[config.mk]
export PLATFORM = sky130hd
export DESIGN_NAME = Core
export DESIGN_NICKNAME = d
export VERILOG_FILES = /design/src/miniCorePkg.sv /design/src/Core.sv /design/src/InstrDecoder.sv /design/src/IntALU.sv /design/src/LoadStore.sv /design/src/ProgramCounter.sv /design/src/RegFile.sv
export VERILOG_INCLUDE_DIRS = /design/src
export SDC_FILE = /design/constraint.sdc
export NUM_CORES = 2
export LEC_CHECK = 0
export BUFFER_PORTS_ARGS = -buffer_cell sky130_fd_sc_hd__buf_2
export CAP_MARGIN = 15
export CORE_MARGIN = 1
export CORE_UTILIZATION = 42
export DETAILED_ROUTE_END_ITERATION = 8
export PLACE_DENSITY = 0.68
export SLEW_MARGIN = 20
export SYNTH_ARGS = -nofsm -noshare
export SYNTH_HDL_FRONTEND = slang
export SYNTH_HIERARCHICAL = 1
export SYNTH_SLANG_ARGS = --single-unit
[constraint.sdc]
create_clock -name clk -period 12.05 [get_ports clk]
set_input_delay 2.41 -clock clk [delete_from_list [all_inputs] [get_ports clk]]
set_output_delay 2.41 -clock clk [all_outputs]
set_load 0.02 [all_outputs]
[src/miniCore_consts.svh]
`ifndef MINICORE_CONSTS_SVH
`define MINICORE_CONSTS_SVH

// Fetch start address after reset
`define RESET_PC 32'h0000_0000

`define NUM_REGS 32

////////////////////
// RV32I opcode field values
`define OPC_OP      7'b0110011
`define OPC_OP_IMM  7'b0010011
`define OPC_LUI     7'b0110111
`define OPC_LOAD    7'b0000011
`define OPC_STORE   7'b0100011
`define OPC_BRANCH  7'b1100011
`define OPC_JAL     7'b1101111
`define OPC_SYSTEM  7'b1110011

`endif
[src/miniCorePkg.sv]
`default_nettype none

package miniCorePkg;

    typedef enum logic [3:0] {
        ALU_ADD,
        ALU_SUB,
        ALU_AND,
        ALU_OR,
        ALU_XOR,
        ALU_SLT,
        ALU_LUI,
        ALU_BEQ,
        ALU_BNE,
        ALU_JAL
    } AluOp;

    typedef enum logic [1:0] {
        FU_ALU,
        FU_LSU,
        FU_HALT
    } FuncUnit;

    typedef struct packed {
        logic valid;
        logic [31:0] pc;
        FuncUnit fu;
        AluOp aluOp;
        logic [4:0] rs1;
        logic [4:0] rs2;
        logic [4:0] rd;     // Zero when nothing is written back
        logic [31:0] imm;
        logic useImm;
        logic isLoad;
        logic isByte;       // SB, otherwise a full word
    } DecUOp;

    typedef struct packed {
        logic taken;
        logic [31:0] dstPC;
    } BranchProv;

    typedef struct packed {
        logic valid;
        logic [4:0] rd;
        logic [31:0] result;
    } ResUOp;

    typedef struct packed {
        logic [29:0] addr;  // Word address
        logic [31:0] writeData;
        logic writeEnable;
        logic readEnable;
        logic [3:0] writeMask;
    } MemReq;

endpackage

`default_nettype wire

[src/Core.sv]
`timescale 1ns/1ps
`default_nettype none

module Core import miniCorePkg::*; (
    input wire clk,
    input wire rst,
    input wire en,
    input wire [31:0] instrRaw,
    output logic [29:0] instrAddr,
    output logic instrReadEnable,
    input wire [31:0] memReadData,
    output logic [29:0] memAddr,
    output logic [31:0] memWriteData,
    output logic memWriteEnable,
    output logic memReadEnable,
    output logic [3:0] memWriteMask,
    output logic halt
);

logic stall;
logic lsBusy;
logic [31:0] fetchWord;
logic [31:0] fetchPc;
logic fetchValid;
logic [31:0] rsData0;
logic [31:0] rsData1;
BranchProv branch;
DecUOp decUop;
DecUOp execUop;
ResUOp aluRes;
ResUOp lsRes;
ResUOp wbRes;
MemReq memReq;

// Word seen during load completion was already executed
assign stall = memReq.readEnable || (!en && !lsBusy) || halt;

ProgramCounter pc0 (
    .clk(clk),
    .rst(rst),
    .stall(stall),
    .IN_branch(branch),
    .instrRaw(instrRaw),
    .instrAddr(instrAddr),
    .instrReadEnable(instrReadEnable),
    .fetchWord(fetchWord),
    .fetchPc(fetchPc),
    .fetchValid(fetchValid)
);

InstrDecoder dec0 (
    .fetchWord(fetchWord),
    .fetchPc(fetchPc),
    .fetchValid(fetchValid),
    .uop(decUop)
);

always_comb begin
    execUop = decUop;
    execUop.valid = decUop.valid && en && !halt && !lsBusy;
end

RegFile rf0 (
    .clk(clk),
    .rst(rst),
    .readAddr0(decUop.rs1),
    .readAddr1(decUop.rs2),
    .readData0(rsData0),
    .readData1(rsData1),
    .IN_wb(wbRes)
);

IntALU alu0 (
    .uop(execUop),
    .opA(rsData0),
    .opB(rsData1),
    .OUT_res(aluRes),
    .OUT_branch(branch)
);

LoadStore lsu0 (
    .clk(clk),
    .rst(rst),
    .uop(execUop),
    .base(rsData0),
    .storeData(rsData1),
    .memReadData(memReadData),
    .OUT_mem(memReq),
    .OUT_res(lsRes),
    .busy(lsBusy)
);

assign wbRes = lsRes.valid ? lsRes : aluRes;    // Load is the older instruction

assign memAddr = memReq.addr;
assign memWriteData = memReq.writeData;
assign memWriteEnable = memReq.writeEnable;
assign memReadEnable = memReq.readEnable;
assign memWriteMask = memReq.writeMask;

always_ff @(posedge clk) begin
    if (rst)
        halt <= 1'b0;
    else if (execUop.valid && execUop.fu == FU_HALT)
        halt <= 1'b1;
end

endmodule

`default_nettype wire

[src/InstrDecoder.sv]
`timescale 1ns/1ps
`default_nettype none

`include "miniCore_consts.svh"

module InstrDecoder import miniCorePkg::*; (
    input wire [31:0] fetchWord,
    input wire [31:0] fetchPc,
    input wire fetchValid,
    output DecUOp uop
);

logic [6:0] opcode;
logic [2:0] funct3;
logic [6:0] funct7;
logic [31:0] immI;
logic [31:0] immS;
logic [31:0] immB;
logic [31:0] immU;
logic [31:0] immJ;
logic supported;

assign opcode = fetchWord[6:0];
assign funct3 = fetchWord[14:12];
assign funct7 = fetchWord[31:25];

////////////////////
// Immediate formats
assign immI = {{20{fetchWord[31]}}, fetchWord[31:20]};
assign immS = {{20{fetchWord[31]}}, fetchWord[31:25], fetchWord[11:7]};
assign immB = {{19{fetchWord[31]}}, fetchWord[31], fetchWord[7],
               fetchWord[30:25], fetchWord[11:8], 1'b0};
assign immU = {fetchWord[31:12], 12'b0};
assign immJ = {{11{fetchWord[31]}}, fetchWord[31], fetchWord[19:12],
               fetchWord[20], fetchWord[30:21], 1'b0};

always_comb begin
    uop = '0;
    supported = 1'b1;
    uop.pc = fetchPc;
    uop.rs1 = fetchWord[19:15];
    uop.rs2 = fetchWord[24:20];
    uop.fu = FU_ALU;
    uop.aluOp = ALU_ADD;
    case (opcode)
        `OPC_OP: begin
            uop.rd = fetchWord[11:7];
            case ({funct7, funct3})
                {7'h00, 3'b000}: uop.aluOp = ALU_ADD;
                {7'h20, 3'b000}: uop.aluOp = ALU_SUB;
                {7'h00, 3'b111}: uop.aluOp = ALU_AND;
                {7'h00, 3'b110}: uop.aluOp = ALU_OR;
                {7'h00, 3'b100}: uop.aluOp = ALU_XOR;
                {7'h00, 3'b010}: uop.aluOp = ALU_SLT;
                default: supported = 1'b0;
            endcase
        end
        `OPC_OP_IMM: begin
            uop.rd = fetchWord[11:7];
            uop.imm = immI;
            uop.useImm = 1'b1;
            case (funct3)
                3'b000: uop.aluOp = ALU_ADD;
                3'b111: uop.aluOp = ALU_AND;
                3'b110: uop.aluOp = ALU_OR;
                3'b100: uop.aluOp = ALU_XOR;
                default: supported = 1'b0;
            endcase
        end
        `OPC_LUI: begin
            uop.rd = fetchWord[11:7];
            uop.imm = immU;
            uop.useImm = 1'b1;
            uop.aluOp = ALU_LUI;
        end
        `OPC_LOAD: begin
            uop.fu = FU_LSU;
            uop.rd = fetchWord[11:7];
            uop.imm = immI;
            uop.isLoad = 1'b1;
            supported = (funct3 == 3'b010);     // LW only
        end
        `OPC_STORE: begin
            uop.fu = FU_LSU;
            uop.imm = immS;
            uop.isByte = (funct3 == 3'b000);
            supported = (funct3 == 3'b010) || (funct3 == 3'b000);
        end
        `OPC_BRANCH: begin
            uop.imm = immB;
            case (funct3)
                3'b000: uop.aluOp = ALU_BEQ;
                3'b001: uop.aluOp = ALU_BNE;
                default: supported = 1'b0;
            endcase
        end
        `OPC_JAL: begin
            uop.rd = fetchWord[11:7];
            uop.imm = immJ;
            uop.aluOp = ALU_JAL;
        end
        `OPC_SYSTEM: begin
            uop.fu = FU_HALT;
            supported = (fetchWord[31:7] == 25'h0002000);   // EBREAK
        end
        default: supported = 1'b0;
    endcase
    uop.valid = fetchValid && supported;
end

endmodule

`default_nettype wire

[src/IntALU.sv]
`timescale 1ns/1ps
`default_nettype none

module IntALU import miniCorePkg::*; (
    input DecUOp uop,
    input wire [31:0] opA,
    input wire [31:0] opB,
    output ResUOp OUT_res,
    output BranchProv OUT_branch
);

logic active;
logic [31:0] opBEff;
logic [31:0] result;
logic taken;

assign active = uop.valid && (uop.fu == FU_ALU);
assign opBEff = uop.useImm ? uop.imm : opB;

always_comb begin
    result = 32'd0;
    taken = 1'b0;
    case (uop.aluOp)
        ALU_ADD: result = opA + opBEff;
        ALU_SUB: result = opA - opBEff;
        ALU_AND: result = opA & opBEff;
        ALU_OR:  result = opA | opBEff;
        ALU_XOR: result = opA ^ opBEff;
        ALU_SLT: result = {31'd0, $signed(opA) < $signed(opBEff)};
        ALU_LUI: result = uop.imm;
        ALU_BEQ: taken = (opA == opB);
        ALU_BNE: taken = (opA != opB);
        ALU_JAL: begin
            result = uop.pc + 32'd4;    // Link address
            taken = 1'b1;
        end
        default: result = 32'd0;
    endcase
end

assign OUT_res.valid = active;
assign OUT_res.rd = uop.rd;
assign OUT_res.result = result;

assign OUT_branch.taken = active && taken;
assign OUT_branch.dstPC = uop.pc + uop.imm;     // Same target form for B and J

endmodule

`default_nettype wire

[src/LoadStore.sv]
`timescale 1ns/1ps
`default_nettype none

module LoadStore import miniCorePkg::*; (
    input wire clk,
    input wire rst,
    input DecUOp uop,
    input wire [31:0] base,
    input wire [31:0] storeData,
    input wire [31:0] memReadData,
    output MemReq OUT_mem,
    output ResUOp OUT_res,
    output logic busy
);

logic active;
logic [31:0] addr;
logic [4:0] loadRd;

assign active = uop.valid && (uop.fu == FU_LSU);
assign addr = base + uop.imm;

////////////////////
// Request side
assign OUT_mem.addr = addr[31:2];
assign OUT_mem.readEnable = active && uop.isLoad;
assign OUT_mem.writeEnable = active && !uop.isLoad;
assign OUT_mem.writeData = uop.isByte ? {4{storeData[7:0]}} : storeData;
assign OUT_mem.writeMask = uop.isByte ? (4'b0001 << addr[1:0]) : 4'b1111;

////////////////////
// Load completion
always_ff @(posedge clk) begin
    if (rst)
        busy <= 1'b0;
    else
        busy <= OUT_mem.readEnable;
end

always_ff @(posedge clk) begin
    if (OUT_mem.readEnable)
        loadRd <= uop.rd;
end

assign OUT_res.valid = busy;
assign OUT_res.rd = loadRd;
assign OUT_res.result = memReadData;

a_readWriteExclusive: assert property (@(posedge clk) disable iff (rst)
    !(OUT_mem.readEnable && OUT_mem.writeEnable))
    else $error("LoadStore: read and write in the same cycle");

// Core must not issue another access while a load completes
a_noIssueWhileBusy: assert property (@(posedge clk) disable iff (rst)
    busy |-> !(OUT_mem.readEnable || OUT_mem.writeEnable))
    else $error("LoadStore: access issued during load completion");

endmodule

`default_nettype wire

[src/ProgramCounter.sv]
`timescale 1ns/1ps
`default_nettype none

`include "miniCore_consts.svh"

module ProgramCounter import miniCorePkg::*; (
    input wire clk,
    input wire rst,
    input wire stall,
    input BranchProv IN_branch,
    input wire [31:0] instrRaw,
    output logic [29:0] instrAddr,
    output logic instrReadEnable,
    output logic [31:0] fetchWord,
    output logic [31:0] fetchPc,
    output logic fetchValid
);

logic [31:0] pc;            // Address requested this cycle
logic [31:0] inFlightPc;
logic inFlightValid;
logic [31:0] instrBackup;
logic useBackup;

assign instrAddr = pc[31:2];
assign instrReadEnable = !stall;
assign fetchWord = useBackup ? instrBackup : instrRaw;
assign fetchPc = inFlightPc;
assign fetchValid = inFlightValid;

always_ff @(posedge clk) begin
    if (rst) begin
        pc <= `RESET_PC;
        inFlightValid <= 1'b0;
        useBackup <= 1'b0;
    end else if (IN_branch.taken) begin
        pc <= IN_branch.dstPC;
        inFlightValid <= 1'b0;  // Word already requested is dropped
        useBackup <= 1'b0;
    end else if (stall) begin
        useBackup <= 1'b1;      // Memory output not valid next cycle
    end else begin
        pc <= pc + 32'd4;
        inFlightValid <= 1'b1;
        useBackup <= 1'b0;
    end
end

always_ff @(posedge clk) begin
    if (stall)
        instrBackup <= fetchWord;
    if (!stall)
        inFlightPc <= pc;
end

a_flushAfterBranch: assert property (@(posedge clk) disable iff (rst)
    IN_branch.taken |=> !fetchValid)
    else $error("ProgramCounter: word after taken branch not flushed");

endmodule

`default_nettype wire

[src/RegFile.sv]
`timescale 1ns/1ps
`default_nettype none

`include "miniCore_consts.svh"

module RegFile import miniCorePkg::*; (
    input wire clk,
    input wire rst,
    input wire [4:0] readAddr0,
    input wire [4:0] readAddr1,
    output logic [31:0] readData0,
    output logic [31:0] readData1,
    input ResUOp IN_wb
);

logic [31:0] regs [0:`NUM_REGS-1];
logic wbWrites;

assign wbWrites = IN_wb.valid && (IN_wb.rd != 5'd0);   // x0 stays zero

assign readData0 = regs[readAddr0];
assign readData1 = regs[readAddr1];

always_ff @(posedge clk) begin
    if (rst) begin
        for (int i = 0; i < `NUM_REGS; i++)
            regs[i] <= 32'd0;
    end else if (wbWrites) begin
        regs[IN_wb.rd] <= IN_wb.result;
    end
end

endmodule

`default_nettype wire

==> impl_results.md <==
- Outcome: finished clean
- DRT met1 WL: roughly 110,000 um
- Post-Synth XOR/XNOR Area: roughly 1.5%
- VDD IR-drop max: ~140 uV
- Buffers on Ports: about 170
- Share of cells above drive strength 1: ~11%
- Type of the tightest min-delay check: flop to flop
- Mux cell area share after synthesis: about 16%
- DRC Markers: 0
- Final min period: around 10 ns
- DR WL met3: between 30,000 and 40,000 um
- IO Count: roughly 170
- Grt ovf: 0
- Via Count: 57,781
- DPL Wire Length: about 180,000 um
- Synthesis Warnings: 6
- Fill cell count: between 15,000 and 20,000
- Worst setup SP type: input port
- Die width: 420 um
- Clk buf depth: 3
- Final Max Slew Viols: 0
- Power density over the cells: 150 nW/um2
- Post-Synth Adder-Cell Area: just over 3%
- Most frequent cells in the layout: edfxtp_1, mux2i_1, and2_1, nand2_1, a21oi_1
- Switching Fraction: ~37%
- Die Y: 420 um
- Clock Sinks: ~1,100
- Pleak: 32.0 nW
- Global-route wire length before repair: about 390,000 um
- Cell count after synthesis: 6,832
- Metal2 WL: between 100,000 and 150,000 um
- Drt total wl: around 280,000 um
- Worst slew margin: between 20% and 30%
- Pint: around 7.5 mW
- Htree depth: 3
- Comb pwr share: a little over 30%
- Setup TNS: 0 ns
- CP Max Fanout: 76
- Layout Cells excl Fill: between 9,000 and 10,000
- CP Data Required Time: 9.64 ns
- CTS resizes: 0
- Final Hold Violating Endpoints: 0
- Post-synth EDFFs: around 1,100
- CTS tree: built
- Net Sw Power: between 4 and 5 mW
- Final #Nets: 6,889
- Largest family of logic cells by synthesized area: simple AND/OR/NAND/NOR gates
- Antenna Violating Nets Remaining: 0
- Clk pin slew, worst setup/hold paths: ~0.060 ns
- WL/cell: slightly above 30 um
- Max-Cap Viols: 0
- Fin crit share: between 80 and 90%
- Worst slew pin tran: 1.16 ns
- Crit end category: output pin
- Critical Path AT: around 8.1 ns
- Register area share after synthesis: approximately 46%
- First drt pass iteration count: 8
- CTS Root Cell: clkbuf_16
- RSZ-0062 raised after global routing: false
- Setup CP Type: input port to output pin
- # Post-CTS Setup Buffers: 0
- Core occupancy in the finished layout: a little under half
- Largest net degree at the start of global routing: 97
- Initial antenna violation count: 22
- Average cell area after synthesis: between 10 and 15 um2
- Inserted Clock Buffers: about 120
- Simple-Gate Fraction of Synth Area: 16.7%
- Post-synth ARST share: 0%
- Clock skew: roughly 0.08 ns
- Average vias per placed instance: 6.38
- Max Freq: between 0.09 and 0.1 GHz
- Row cnt: 152
- Skew-Pair Late Insertion Delay: ~0.8 ns
- DR iter-0 viols: approximately 7,700
- Sequential share of power: 38.0%
- Number of global-route vias before repair: 55,729
- Area delta synth->final: 7.99%
- Synth Flop Type: edfxtp_1
- Core ar.: 172,000 um2
- Placer Congestion: roughly 1
- Die footprint: ~180,000 um2
- Final setup viols: 0
- Synthesized area: ~73,000 um2
- Total track usage: 30.5%
- Highest metal used: met5
- Placed cell count: a little under 9,000
- Hold_buf cts: 0
- Register bit total from synthesis: 1,129
- Fraction of the mapped netlist area in compound gates: a little under an eighth
- Yosys cell types: 110
- Clock network fraction of design power: about 31%
- Commonest non-fill, non-tap cell in the layout: edfxtp_1
- Initial core utilization: a little over two fifths
## metal layers
layer  up-vias  global-route usage [%]
li1      24534                       -
met5         -                       0
met2      3862                    45.4
met1     28608                    41.4
met3       775                    6.96
met4         2                    15.6
## stage by stage
| stage | setup WS, ns | power (mW) | hold slack, ns | instance area, um2 |
|---|---|---|---|---|
| after floorplan | 2.29 | 6.85 | 0.408 | 73400 |
| after global placement | 1.97 | 8.07 | 0.410 | 75200 |
| after detailed placement | 1.90 | 8.10 | 0.420 | 75200 |
| after CTS | 1.90 | 11.8 | 0.437 | 79100 |
| after global routing | 1.64 | 12.2 | 0.444 | 79100 |
| final | 1.58 | 11.9 | 0.436 | 79100 |
## kinds of logic (layout without fill, tap and decap cells)
family / after synthesis / in the layout
DFF: 1129 / 1129
and+or+nand+nor: 2189 / 2189
AOI/OAI and AO/OA: 1238 / 1238
xor gates and xnor gates: 124 / 124
adders and majority gates: 179 / 179
other: 1 / 39
buffers and inverters: 838 / 719
muxes: 1134 / 1134
## final timing paths
kind | start | to | slack (ns) | depth (start not counted)
worst max-delay path | instrRaw[16] | memAddr[28] | 1.58 | 16
worst min-delay path | pc0/pc[1] | pc0/fetchPc[1] | 0.44 | 0
worst max register to register | pc0/useBackup | rf0/regs[7][27] | 3.53 | 21
worst min register to register | pc0/pc[1] | pc0/fetchPc[1] | 0.44 | 0
## power by group through the flow
stage	clock network (mW)	registers [mW]	logic, mW
after floorplan	0	4.56	2.29
after global routing	3.87	4.52	3.78
after CTS	3.74	4.51	3.52
after global placement	0	4.58	3.49
after detailed placement	0	4.59	3.50
final	3.70	4.51	3.65
## sequential cells by signal (all words and copies together) (netlist names)
name             count
lsu0/busy            1
pc0/instrBackup     32
lsu0/loadRd          5
halt                 1
rf0/regs          1024
pc0/fetchPc         32
pc0/fetchValid       1
pc0/pc              32
pc0/useBackup        1
## cell usage after synthesis (all sizes together) (158+ instances only)
cell type,instances,area [um2]
a21oi,341,1720
a22oi,217,1630
and2,1014,6350
buf,381,2410
clkbuf,299,1170
edfxtp,1093,32800
ha,175,2190
inv,158,593
mux2i,1064,10700
nand2,346,1300
nand3,259,1300
nor2,196,821
## critical path, stage by stage
cell,delay [ns]
buf_2,0.10
mux2_8,0.61
buf_12,0.42
mux2i_1,0.26
a22o_1,0.17
nor3_1,0.08
a31oi_1,0.46
nand3_1,0.69
ha_1,0.64
nand2_1,0.13
o21bai_1,0.21
a211o_1,0.37
a21oi_1,0.51
o21a_1,0.22
xor2_1,0.19
buf_2,0.20
## cell type report
| class | instances | area, um2 | area share, % |
|---|---|---|---|
| multi-input combinational | 4896 | 35800 | 45.3 |
| sequential | 1129 | 33500 | 42.4 |
| clock buffer | 133 | 3030 | 3.83 |
| tap | 2310 | 2890 | 3.65 |
| timing repair buffer | 339 | 2340 | 2.96 |
| clock inverter | 89 | 840 | 1.06 |
| inverter | 158 | 593 | 0.750 |
| antenna | 7 | 17.5 | 0.0221 |
Power figures use the tool's default switching activity.
